**src/rtl/wbuf_defs.svh**
```systemverilog
// Build-time sizing only; WBUF_DEPTH must be at least 1 and the memory spans every address
`ifndef WBUF_DEFS_SVH
`define WBUF_DEFS_SVH

// Number of entries in the posted-write queue
`define WBUF_DEPTH 4

// Width of a word address on both the processor port and the memory bus
`define WBUF_ADDRESS_WIDTH 8

// 1 makes a read wait for an empty queue, 0 lets a read pass queued writes
`define WBUF_STALL_READ 1

// Extra cycles the memory target waits before raising ready
`define MEM_WAIT_STATES 2

`endif

```
**src/rtl/bus_pkg.sv**
```systemverilog
// Memory bus types; data is always one full 32-bit word, no byte enables or bursts
`default_nettype none

`include "wbuf_defs.svh"

package bus_pkg;

	// One data word on the bus
	typedef logic [31:0] word_t;

	// Word address, shared by the processor port and the memory
	typedef logic [`WBUF_ADDRESS_WIDTH-1:0] address_t;

	// Direction of a bus transfer
	typedef enum logic {
		bus_read = 1'b0,
		bus_write = 1'b1
	} bus_op_t;

endpackage

`default_nettype wire

```
**src/rtl/wbuf_pkg.sv**
```systemverilog
// Write buffer types; the queue entry is address above data, with no byte enables
`default_nettype none

package wbuf_pkg;

	// Controller states
	typedef enum logic [2:0] {
		idle = 3'd0,
		write_to_queue = 3'd1,
		read_from_bus = 3'd2,
		drain_entry = 3'd3,
		terminate_drain = 3'd4
	} wbuf_state_t;

	// One posted write as it sits in the queue
	typedef struct packed {
		bus_pkg::address_t address;
		bus_pkg::word_t data;
	} queue_entry_t;

endpackage

`default_nettype wire

```
**src/rtl/mem_bus_if.sv**
```systemverilog
// Level-handshake memory bus; the initiator holds request and fields until ready is seen
`default_nettype none

interface mem_bus_if;

	logic request;
	bus_pkg::bus_op_t op;
	bus_pkg::address_t address;
	bus_pkg::word_t wdata;
	bus_pkg::word_t rdata;
	logic ready;

	// Write buffer side
	modport initiator (
		output request,
		output op,
		output address,
		output wdata,
		input rdata,
		input ready
	);

	// Memory side
	modport target (
		input request,
		input op,
		input address,
		input wdata,
		output rdata,
		output ready
	);

endinterface

`default_nettype wire

```
**src/rtl/write_queue.sv**
```systemverilog
// Queue of posted writes; a write when full and a read when empty are ignored
`default_nettype none

`include "wbuf_defs.svh"

module write_queue (
	input wire i_clock,
	input wire i_reset,
	input wire i_write,
	input wire wbuf_pkg::queue_entry_t i_entry,
	input wire i_read,
	output wbuf_pkg::queue_entry_t o_entry,
	output logic o_empty,
	output logic o_full
);
	localparam int PTR_WIDTH = (`WBUF_DEPTH > 1) ? $clog2(`WBUF_DEPTH) : 1;
	localparam int COUNT_WIDTH = $clog2(`WBUF_DEPTH + 1);
	localparam logic [PTR_WIDTH-1:0] LAST_SLOT = PTR_WIDTH'(`WBUF_DEPTH - 1);
	localparam logic [COUNT_WIDTH-1:0] FULL_COUNT = COUNT_WIDTH'(`WBUF_DEPTH);

	wbuf_pkg::queue_entry_t slots [`WBUF_DEPTH];
	logic [PTR_WIDTH-1:0] write_ptr;
	logic [PTR_WIDTH-1:0] read_ptr;
	logic [COUNT_WIDTH-1:0] count;
	logic push;
	logic pop;

	assign o_empty = (count == '0);
	assign o_full = (count == FULL_COUNT);
	assign push = i_write && !o_full;
	assign pop = i_read && !o_empty;

	// Head is visible without a register stage
	assign o_entry = slots[read_ptr];

	always_ff @(posedge i_clock) begin
		if (push) begin
			slots[write_ptr] <= i_entry;
		end
	end

	// Pointers wrap explicitly so any depth works
	always_ff @(posedge i_clock) begin
		if (i_reset) begin
			write_ptr <= '0;
			read_ptr <= '0;
			count <= '0;
		end else begin
			if (push) begin
				write_ptr <= (write_ptr == LAST_SLOT) ? '0 : write_ptr + 1'b1;
			end
			if (pop) begin
				read_ptr <= (read_ptr == LAST_SLOT) ? '0 : read_ptr + 1'b1;
			end
			case ({push, pop})
				2'b10: count <= count + 1'b1;
				2'b01: count <= count - 1'b1;
				default: count <= count;
			endcase
		end
	end

endmodule

`default_nettype wire

```
**src/rtl/write_buffer.sv**
```systemverilog
// Posted-write controller; i_rw high means write, and a read passes queued writes if stall is off
`default_nettype none

`include "wbuf_defs.svh"

module write_buffer (
	input wire i_clock,
	input wire i_reset,
	input wire i_request,
	input wire i_rw,
	input wire bus_pkg::address_t i_address,
	input wire bus_pkg::word_t i_wdata,
	output logic o_ready,
	output bus_pkg::word_t o_rdata,
	output logic o_empty,
	output logic o_full,
	mem_bus_if.initiator bus
);
	wbuf_pkg::wbuf_state_t state;
	wbuf_pkg::wbuf_state_t next_state;

	logic queue_write;
	logic queue_read;
	wbuf_pkg::queue_entry_t queue_in;
	wbuf_pkg::queue_entry_t queue_head;
	logic stall_read;

	write_queue write_queue_inst (
		.i_clock(i_clock),
		.i_reset(i_reset),
		.i_write(queue_write),
		.i_entry(queue_in),
		.i_read(queue_read),
		.o_entry(queue_head),
		.o_empty(o_empty),
		.o_full(o_full)
	);

	assign queue_in = '{address: i_address, data: i_wdata};

	// Reads must not overtake queued writes when stalling is enabled
	assign stall_read = (`WBUF_STALL_READ != 0) && !o_empty;

	// Read data comes straight from the memory register
	assign o_rdata = bus.rdata;

	always_ff @(posedge i_clock) begin
		if (i_reset) begin
			state <= wbuf_pkg::idle;
		end else begin
			state <= next_state;
		end
	end

	always_comb begin
		next_state = state;
		queue_write = 1'b0;
		queue_read = 1'b0;
		o_ready = 1'b0;
		bus.request = 1'b0;
		bus.op = bus_pkg::bus_read;
		bus.address = '0;
		bus.wdata = '0;

		case (state)
			wbuf_pkg::idle: begin
				// Processor first, then drain; never both in one cycle
				if (i_request && i_rw && !o_full) begin
					queue_write = 1'b1;
					next_state = wbuf_pkg::write_to_queue;
				end else if (i_request && !i_rw && !stall_read) begin
					next_state = wbuf_pkg::read_from_bus;
				end else if (!o_empty) begin
					next_state = wbuf_pkg::drain_entry;
				end
			end

			wbuf_pkg::write_to_queue: begin
				// Acknowledge until the processor lets go
				o_ready = 1'b1;
				if (!i_request) begin
					next_state = wbuf_pkg::idle;
				end
			end

			wbuf_pkg::read_from_bus: begin
				bus.request = 1'b1;
				bus.op = bus_pkg::bus_read;
				bus.address = i_address;
				o_ready = bus.ready;
				// Bus request stays up until the processor drops its own
				if (!i_request) begin
					next_state = wbuf_pkg::idle;
				end
			end

			wbuf_pkg::drain_entry: begin
				bus.request = 1'b1;
				bus.op = bus_pkg::bus_write;
				bus.address = queue_head.address;
				bus.wdata = queue_head.data;
				// Head leaves the queue only once the memory has taken it
				if (bus.ready) begin
					queue_read = 1'b1;
					next_state = wbuf_pkg::terminate_drain;
				end
			end

			wbuf_pkg::terminate_drain: begin
				// One idle bus cycle so the memory sees request fall
				next_state = wbuf_pkg::idle;
			end

			default: begin
				next_state = wbuf_pkg::idle;
			end
		endcase
	end

endmodule

`default_nettype wire

```
**src/flat_wrapper.sv**
```systemverilog
// flat-port wrapper written by rule: the top's interface ports become plain ports
module write_buffer_flat 
  (i_clock, i_reset, i_request, i_rw, i_address, i_wdata, o_ready, o_rdata, o_empty, o_full, bus_request, bus_op, bus_address, bus_wdata, bus_rdata, bus_ready);
  mem_bus_if bus_i ();
  input wire i_clock;
  input wire i_reset;
  input wire i_request;
  input wire i_rw;
  input wire bus_pkg::address_t i_address;
  input wire bus_pkg::word_t i_wdata;
  output logic o_ready;
  output bus_pkg::word_t o_rdata;
  output logic o_empty;
  output logic o_full;
  output wire logic [$bits(bus_i.request)-1:0] bus_request;
  output wire logic [$bits(bus_i.op)-1:0] bus_op;
  output wire logic [$bits(bus_i.address)-1:0] bus_address;
  output wire logic [$bits(bus_i.wdata)-1:0] bus_wdata;
  input wire logic [$bits(bus_i.rdata)-1:0] bus_rdata;
  input wire logic [$bits(bus_i.ready)-1:0] bus_ready;
  assign bus_request = bus_i.request;
  assign bus_op = bus_i.op;
  assign bus_address = bus_i.address;
  assign bus_wdata = bus_i.wdata;
  assign bus_i.rdata = bus_rdata;
  assign bus_i.ready = bus_ready;
  write_buffer u_core (.i_clock(i_clock), .i_reset(i_reset), .i_request(i_request), .i_rw(i_rw), .i_address(i_address), .i_wdata(i_wdata), .o_ready(o_ready), .o_rdata(o_rdata), .o_empty(o_empty), .o_full(o_full), .bus(bus_i));
endmodule
```
**config.mk**
```make
export PLATFORM = sky130hd
export DESIGN_NAME = write_buffer_flat
export DESIGN_NICKNAME = d
export VERILOG_FILES = /design/src/rtl/bus_pkg.sv /design/src/rtl/wbuf_pkg.sv /design/src/rtl/mem_bus_if.sv /design/src/rtl/write_queue.sv /design/src/rtl/write_buffer.sv /design/src/flat_wrapper.sv
export VERILOG_INCLUDE_DIRS = /design/src /design/src/rtl
export SDC_FILE = /design/constraint.sdc
export NUM_CORES = 1
export LEC_CHECK = 0
export BUFFER_PORTS_ARGS = -buffer_cell sky130_fd_sc_hd__buf_4
export CAP_MARGIN = 20
export CORE_MARGIN = 5
export CORE_UTILIZATION = 45
export CTS_CLUSTER_DIAMETER = 100
export DETAILED_ROUTE_END_ITERATION = 10
export PLACE_DENSITY = 0.77
export SLEW_MARGIN = 20
export SYNTH_ARGS = -nofsm -noshare
export SYNTH_HDL_FRONTEND = slang
export SYNTH_SLANG_ARGS = --single-unit
```
**constraint.sdc**
```tcl
create_clock -name i_clock -period 6.6 [get_ports i_clock]
set_input_delay 0 -clock i_clock [delete_from_list [all_inputs] [get_ports i_clock]]
set_output_delay 0 -clock i_clock [all_outputs]
set_load 0.05 [all_outputs]
```
==> results of run 1 <==
[cell type report]
class,instances,area [sq um]
Multi-Input combinational cell,144,1650
Clock inverter,12,241
Fill cell,1180,6480
Sequential cell,172,5050
Tap cell,211,264
Antenna cell,1,2.50
Inverter,12,50.0
Timing Repair Buffer,134,1120
Clock buffer,20,457
[power by group]
part           switching, mW  internal [mW]  leakage, nW
clock                  0.385          0.766        0.340
sequential            0.0181           1.23         1.55
combinational          0.135         0.0965         1.17
total                  0.538           2.09         3.06
[worst min path at each step]
stage / start / endpoint / slack (ps) / cells after the start
5_1_grt: bus_rdata[23] / o_rdata[23] / 0.1 / 0
6_report: bus_rdata[18] / o_rdata[18] / 0.02 / 0
3_3_place_gp: bus_rdata[10] / o_rdata[10] / 0.6 / 0
2_1_floorplan: i_wdata[0] / u_core.write_queue_inst.slots[0][0] / 100 / 0
4_1_cts: bus_rdata[10] / o_rdata[10] / 0.6 / 0
3_5_place_dp: bus_rdata[10] / o_rdata[10] / 0.6 / 0
[logic make-up (layout without fill, tap and decap cells)]
group,count (synthesis),in the layout,synth area share [%]
and+or+nand+nor,71,71,5.86
adders and majority gates,7,7,1.35
other,0,1,0
muxes,51,51,14.4
buffers and inverters,60,178,5.11
AOI/OAI and AO/OA,13,13,1.53
DFF,172,172,71.5
xor gates and xnor gates,2,2,0.248
[what timing repair did]
item | in CTS | in global routing
hold buffers | 44 | 0
setup buffers | 0 | 0
hold endpoints to repair | 170 | 0
[state kept, by name, indices dropped and copies added (netlist names), named ones only]
name / count
u_core.state: 3
u_core.write_queue_inst.slots: 160
u_core.write_queue_inst.write_ptr: 2
u_core.write_queue_inst.count: 3
u_core.write_queue_inst.read_ptr: 2
[Yosys cell counts (all sizes together), types with 3 or more instances]
master,instances
edfxtp,160
buf,41
mux4,40
and2,37
dfxtp,12
nor2,12
inv,11
mux2i,9
clkbuf,7
ha,6
nand2,6
a21oi,5
nor3,4
or3,3
[per-layer routing]
metal	up-vias	global-route usage (%)	wire (microns)
li1	1643	-	-
met1	1786	18.9	5430
met2	82	24.6	6650
met3	43	4.49	716
met4	0	7.78	337
met5	-	0	0
[worst reg2reg max path, delay by kind of cell, from the launching register on]
family	cells	cell delay, ps
and+or+nand+nor	3	820
DFF	1	770
adders and majority gates	2	540
buffers and inverters	2	380
xor gates and xnor gates	1	150
AOI/OAI and AO/OA	1	150
[per-stage QoR]
| stage | instance area, sq um | setup WS, ps |
|---|---|---|
| 2_1_floorplan | 7050 | 4140 |
| 3_3_place_gp | 7690 | 3800 |
| 3_5_place_dp | 7690 | 3700 |
| 4_1_cts | 8830 | 3680 |
| 5_1_grt | 8840 | 3500 |
| 6_report | 8840 | 3730 |
==> impl_metrics.yaml, run 1 <==
yosys:
  synth-warning-count: 0
  synthCells: 376
  avgSynthCellArea_sq_um: 18.8
  ys_seq_area_share_pct: 71.5
  synth_area_leaders: "edfxtp_1 68%, mux4_2 13%, buf_4 3.5%"
  synth_area_leader_cell: "edfxtp_1"
  synthArstFlopShare_pct: 0
  synth_top_cell_area_share_pct: 68.1
  netlist_area_sq_um: 7050
  ys_ff_latch: 172
  synth_flop_cell: "edfxtp_1"
  synth_enable_flop_cells: 160
  synth_nets: 460
  synth_cell_types: 36
sta:
  whs_ps: 0.0193
  max_freq_mhz: 348
  final-hold-violation-count: 0
  maxSlewViolCount: 0
  period_minus_slack_ps: 2870
  setup_viol: 0
  rsz0062_at_grt: "no"
  period_share_pct: 43.5
  fin_setup_tns_ps: 0
  tightest_slew_ps: 1110
  skew_ps: 7.34
  max_slew_margin_pct: 25.8
cells_and_area:
  finalCoreUtilization_pct: 57.7
  stdcell_count: 706
  areaGrowthSynthToFinish_pct: 25.3
  layout_commonest_cell: "edfxtp_1"
  final_cell_mix: "160 x edfxtp_1, 90 x buf_4, 44 x dlygate4sd3_1"
  nets: 565
  drive_gt1_share_pct: 35.2
pwr:
  total_power_mw: 2.63
  ir_drop_uv: 188
  leakage_nw: 3.06
  powerDensity_nw_per_um2: 297
cts:
  htree_levels: 4
  cts_buffers: 17
  clock_latency_ps: 420
  cts-root-buf: "clkbuf_16"
  clockBufferDepth: 2
  clkTransAtPathRegs_ps: 60
  clock_sinks: 172
  cts_resized: 0
  tritoncts: "done"
setup_path:
  cp-startpoint: "u_core.state[0]"
  ff2ff_setup_slack_ps: 3730
  cp-start-kind: "flip-flop"
  path_buf_inv: 2
  crit_required_ps: 6950
  cpPeakStageDelay_ps: 770
  r2r-end: "u_core.write_queue_inst.count[2]"
  path_class: "flip-flop to flip-flop"
  worstPathMaxFanout: 35
  cp_num_cells: 9
  arrival_ps: 3220
  r2r_start: "u_core.state[0]"
  reg2reg_depth: 9
  cp-endpoint: "u_core.write_queue_inst.count[2]"
  path_cells: "and3b_1, buf_4, and3_4, ha_1, inv_1, fa_1, xor2_1, or3_1, a21oi_1"
  critical_path.slowest_cell: "dfxtp_1"
  critPathCaptureType: "flip-flop"
  critPathTopFamily: "simple AND/OR/NAND/NOR gates"
floorplanning:
  initial_core_util_pct: 46.0
  die_width_microns: 135
  fp-row-count: 45
  core_sq_um: 15300
  dieHeight_microns: 135
  io_pins: 154
  dieArea_sq_um: 18300
global_routing:
  grt_max_degree: 41
  track_usage_pct: 15.3
  antenna_found_initial: 1
  grt_pass1_vias: 3850
  grt_overflow: 0
  grt_first_pass_wirelength_microns: 20900
job:
  maxCapViolCount: 0
detailed_routing:
  routed_wl_microns: 13100
  drt_first_iter_violations: 253
  final_antenna_net_count: 0
  routedWlPerCell_microns: 18.6
  vias_per_cell: 5.03
  first_pass_iters: 4
  drc_errors: 0
  routed-via-count: 3554
min_path:
  worstHoldPathType: "input port to primary output"
outcome:
  status: "finished, final reports clean"
place:
  io_buffers: 89
  hpwlAfterDp_microns: 8020
  place_inst: 629
  gp_congestion: 0.744
(Power assumes the default switching activity.)
==> run 2: changes to the inputs <==
clock period = 3 ns   (was 6.6 ns; I/O delays follow)
==> run 2 against run 1 <==
Register-to-register slack got worse by 3000 ps. Via count increased by 1.7%. Wire length increased by 1.1%. Clock skew increased by 1.5 ps. Power increased by 100%. Clock-buffer cell count decreased by 2. Clock power increased by 78%. Critical path type is now flip-flop to primary output.
==> impl_metrics.yaml, run 2 (same netlist as run 1, synthesis figures left out) <==
cells_and_area:
  layout_commonest_cell: "edfxtp_1"
  final_cell_mix: "160 x edfxtp_1, 98 x buf_4, 43 x dlygate4sd3_1"
  finalCoreUtilization_pct: 57.4
  diodes: 0
  top_regs: "u_core.write_queue_inst.slots x160, u_core.state x3, u_core.write_queue_inst.count x3"
  nets: 574
  drive_gt1_share_pct: 36.4
  largest_register: "u_core.write_queue_inst.slots"
  largest_reg_flops: 160
  layout.filler_cells: 1146
  areaGrowthSynthToFinish_pct: 24.6
floorplanning:
  core_sq_um: 15300
  fp-row-count: 45
  io_pins: 154
  dieArea_sq_um: 18300
  initial_core_util_pct: 46.0
  dieHeight_microns: 135
  die_width_microns: 135
setup_path:
  cp-start-kind: "flip-flop"
  crit_required_ps: 3000
  arrival_ps: 2350
  worstPathMaxFanout: 26
  critPathCaptureType: "primary output"
  path_class: "flip-flop to primary output"
cts:
  tritoncts: "done"
  cts-root-buf: "clkbuf_16"
  htree_levels: 4
  post-cts-setup-buffer-count: 0
  clockBufferDepth: 2
  cts_buffers: 17
  clock_sinks: 172
  clock_latency_ps: 410
  clkTransAtPathRegs_ps: 60
  cts_resized: 0
pwr:
  leakage_nw: 3.04
  pwr-share-clk_pct: 38.6
  powerDensity_nw_per_um2: 603
  pwr-share-seq_pct: 51.4
  p_int_mw: 4.07
  p_comb_share_pct: 10.1
  ir_drop_uv: 379
  switching_power_mw: 1.23
  p_sw_share_pct: 23.2
global_routing:
  grt_first_pass_wirelength_microns: 21300
  grt_overflow: 0
  antenna_found_initial: 0
  grt_max_degree: 41
  grt_pass1_vias: 3999
  track_usage_pct: 15.3
sta:
  maxSlewViolCount: 0
  max_slew_margin_pct: 65.1
  skew_ps: 8.83
  setup_viol: 0
  rsz0062_at_grt: "no"
  max_freq_mhz: 426
  tightest_slew_ps: 523
  final-hold-violation-count: 0
  fin_setup_tns_ps: 0
  period_minus_slack_ps: 2350
  period_share_pct: 78.2
detailed_routing:
  routedWlPerCell_microns: 18.6
  drc_errors: 0
  final_antenna_net_count: 0
  first_pass_iters: 4
  routed_wl_microns: 13300
  vias_per_cell: 5.06
  routed-via-count: 3615
  drt_first_iter_violations: 224
outcome:
  status: "finished, final reports clean"
job:
  maxCapViolCount: 0
place:
  gp_congestion: 0.820
  hpwlAfterDp_microns: 8420
  io_buffers: 89
min_path:
  worstHoldPathType: "input port to primary output"
-- run 2: cell count changes in the layout (fill, tap and decap cells not counted), moves of 3 or more --
cell	before	now
clkinv_2	3	0
buf_4	90	98
clkinv_4	2	6
inv_6	0	3
bufinv_16	7	1
-- run 2: what timing repair did --
item,4_1_cts,5_1_grt
endpoints found under the hold margin,168,0
hold buffers,43,0
endpoints found under the setup margin,0,0
-- run 2: area by class of cell --
cell class | count | area, sq um | share of cell area, %
timing repair buffer | 143 | 1210 | 13.7
inverter | 12 | 50.0 | 0.569
multi-input combinational | 144 | 1650 | 18.8
tap | 211 | 264 | 3.00
clock buffer | 18 | 429 | 4.88
sequential | 172 | 5050 | 57.5
clock inverter | 14 | 138 | 1.57
-- run 2: routing by layer --
layer	share of wire [%]	vias up	GRT usage (%)
li1	-	1656	-
met1	42	1805	19.3
met2	49	115	24.8
met3	6.2	39	4.35
met4	2.4	0	6.66
met5	0	-	0
-- run 2: final timing paths --
| kind | start | end | slack, ps | depth (start not counted) |
|---|---|---|---|---|
| setup / recovery | flip-flop | bus_wdata[4] | 650 | 4 |
| hold / removal | bus_rdata[20] | o_rdata[20] | 0.02 | 0 |
| setup reg to reg | u_core.state[1] | u_core.write_queue_inst.count[2] | 680 | 8 |
| hold reg to reg | u_core.write_queue_inst.read_ptr[1] | flip-flop | 480 | 2 |
-- run 2: per-stage QoR --
stage               power, mW  instance area, sq um  setup WS, ps  hold WS (ps)  instances
floorplan                3.19                  7050           539          98.9        376
global placement         3.25                  7790           796         0.589        639
detailed placement       3.27                  7790           698         0.589        639
CTS                      5.35                  8790           575         0.589        714
global route             5.51                  8790           450         0.109        714
finish                   5.30                  8790           654        0.0193        714
-- run 2: critical path, cell delays in order, from the launching register on --
cell	delay (ps)
dfxtp_4	690
buf_4	330
mux4_2	550
and2_1	180
buf_4	190
-- run 2: power groups by stage --
stage                     clock, mW  combinational, mW  sequential (mW)
after floorplan                   0              0.424             2.76
after global placement            0              0.482             2.77
after detailed placement          0              0.491             2.78
after CTS                      2.08              0.539             2.72
after global routing           2.21              0.573             2.73
final                          2.05              0.534             2.72
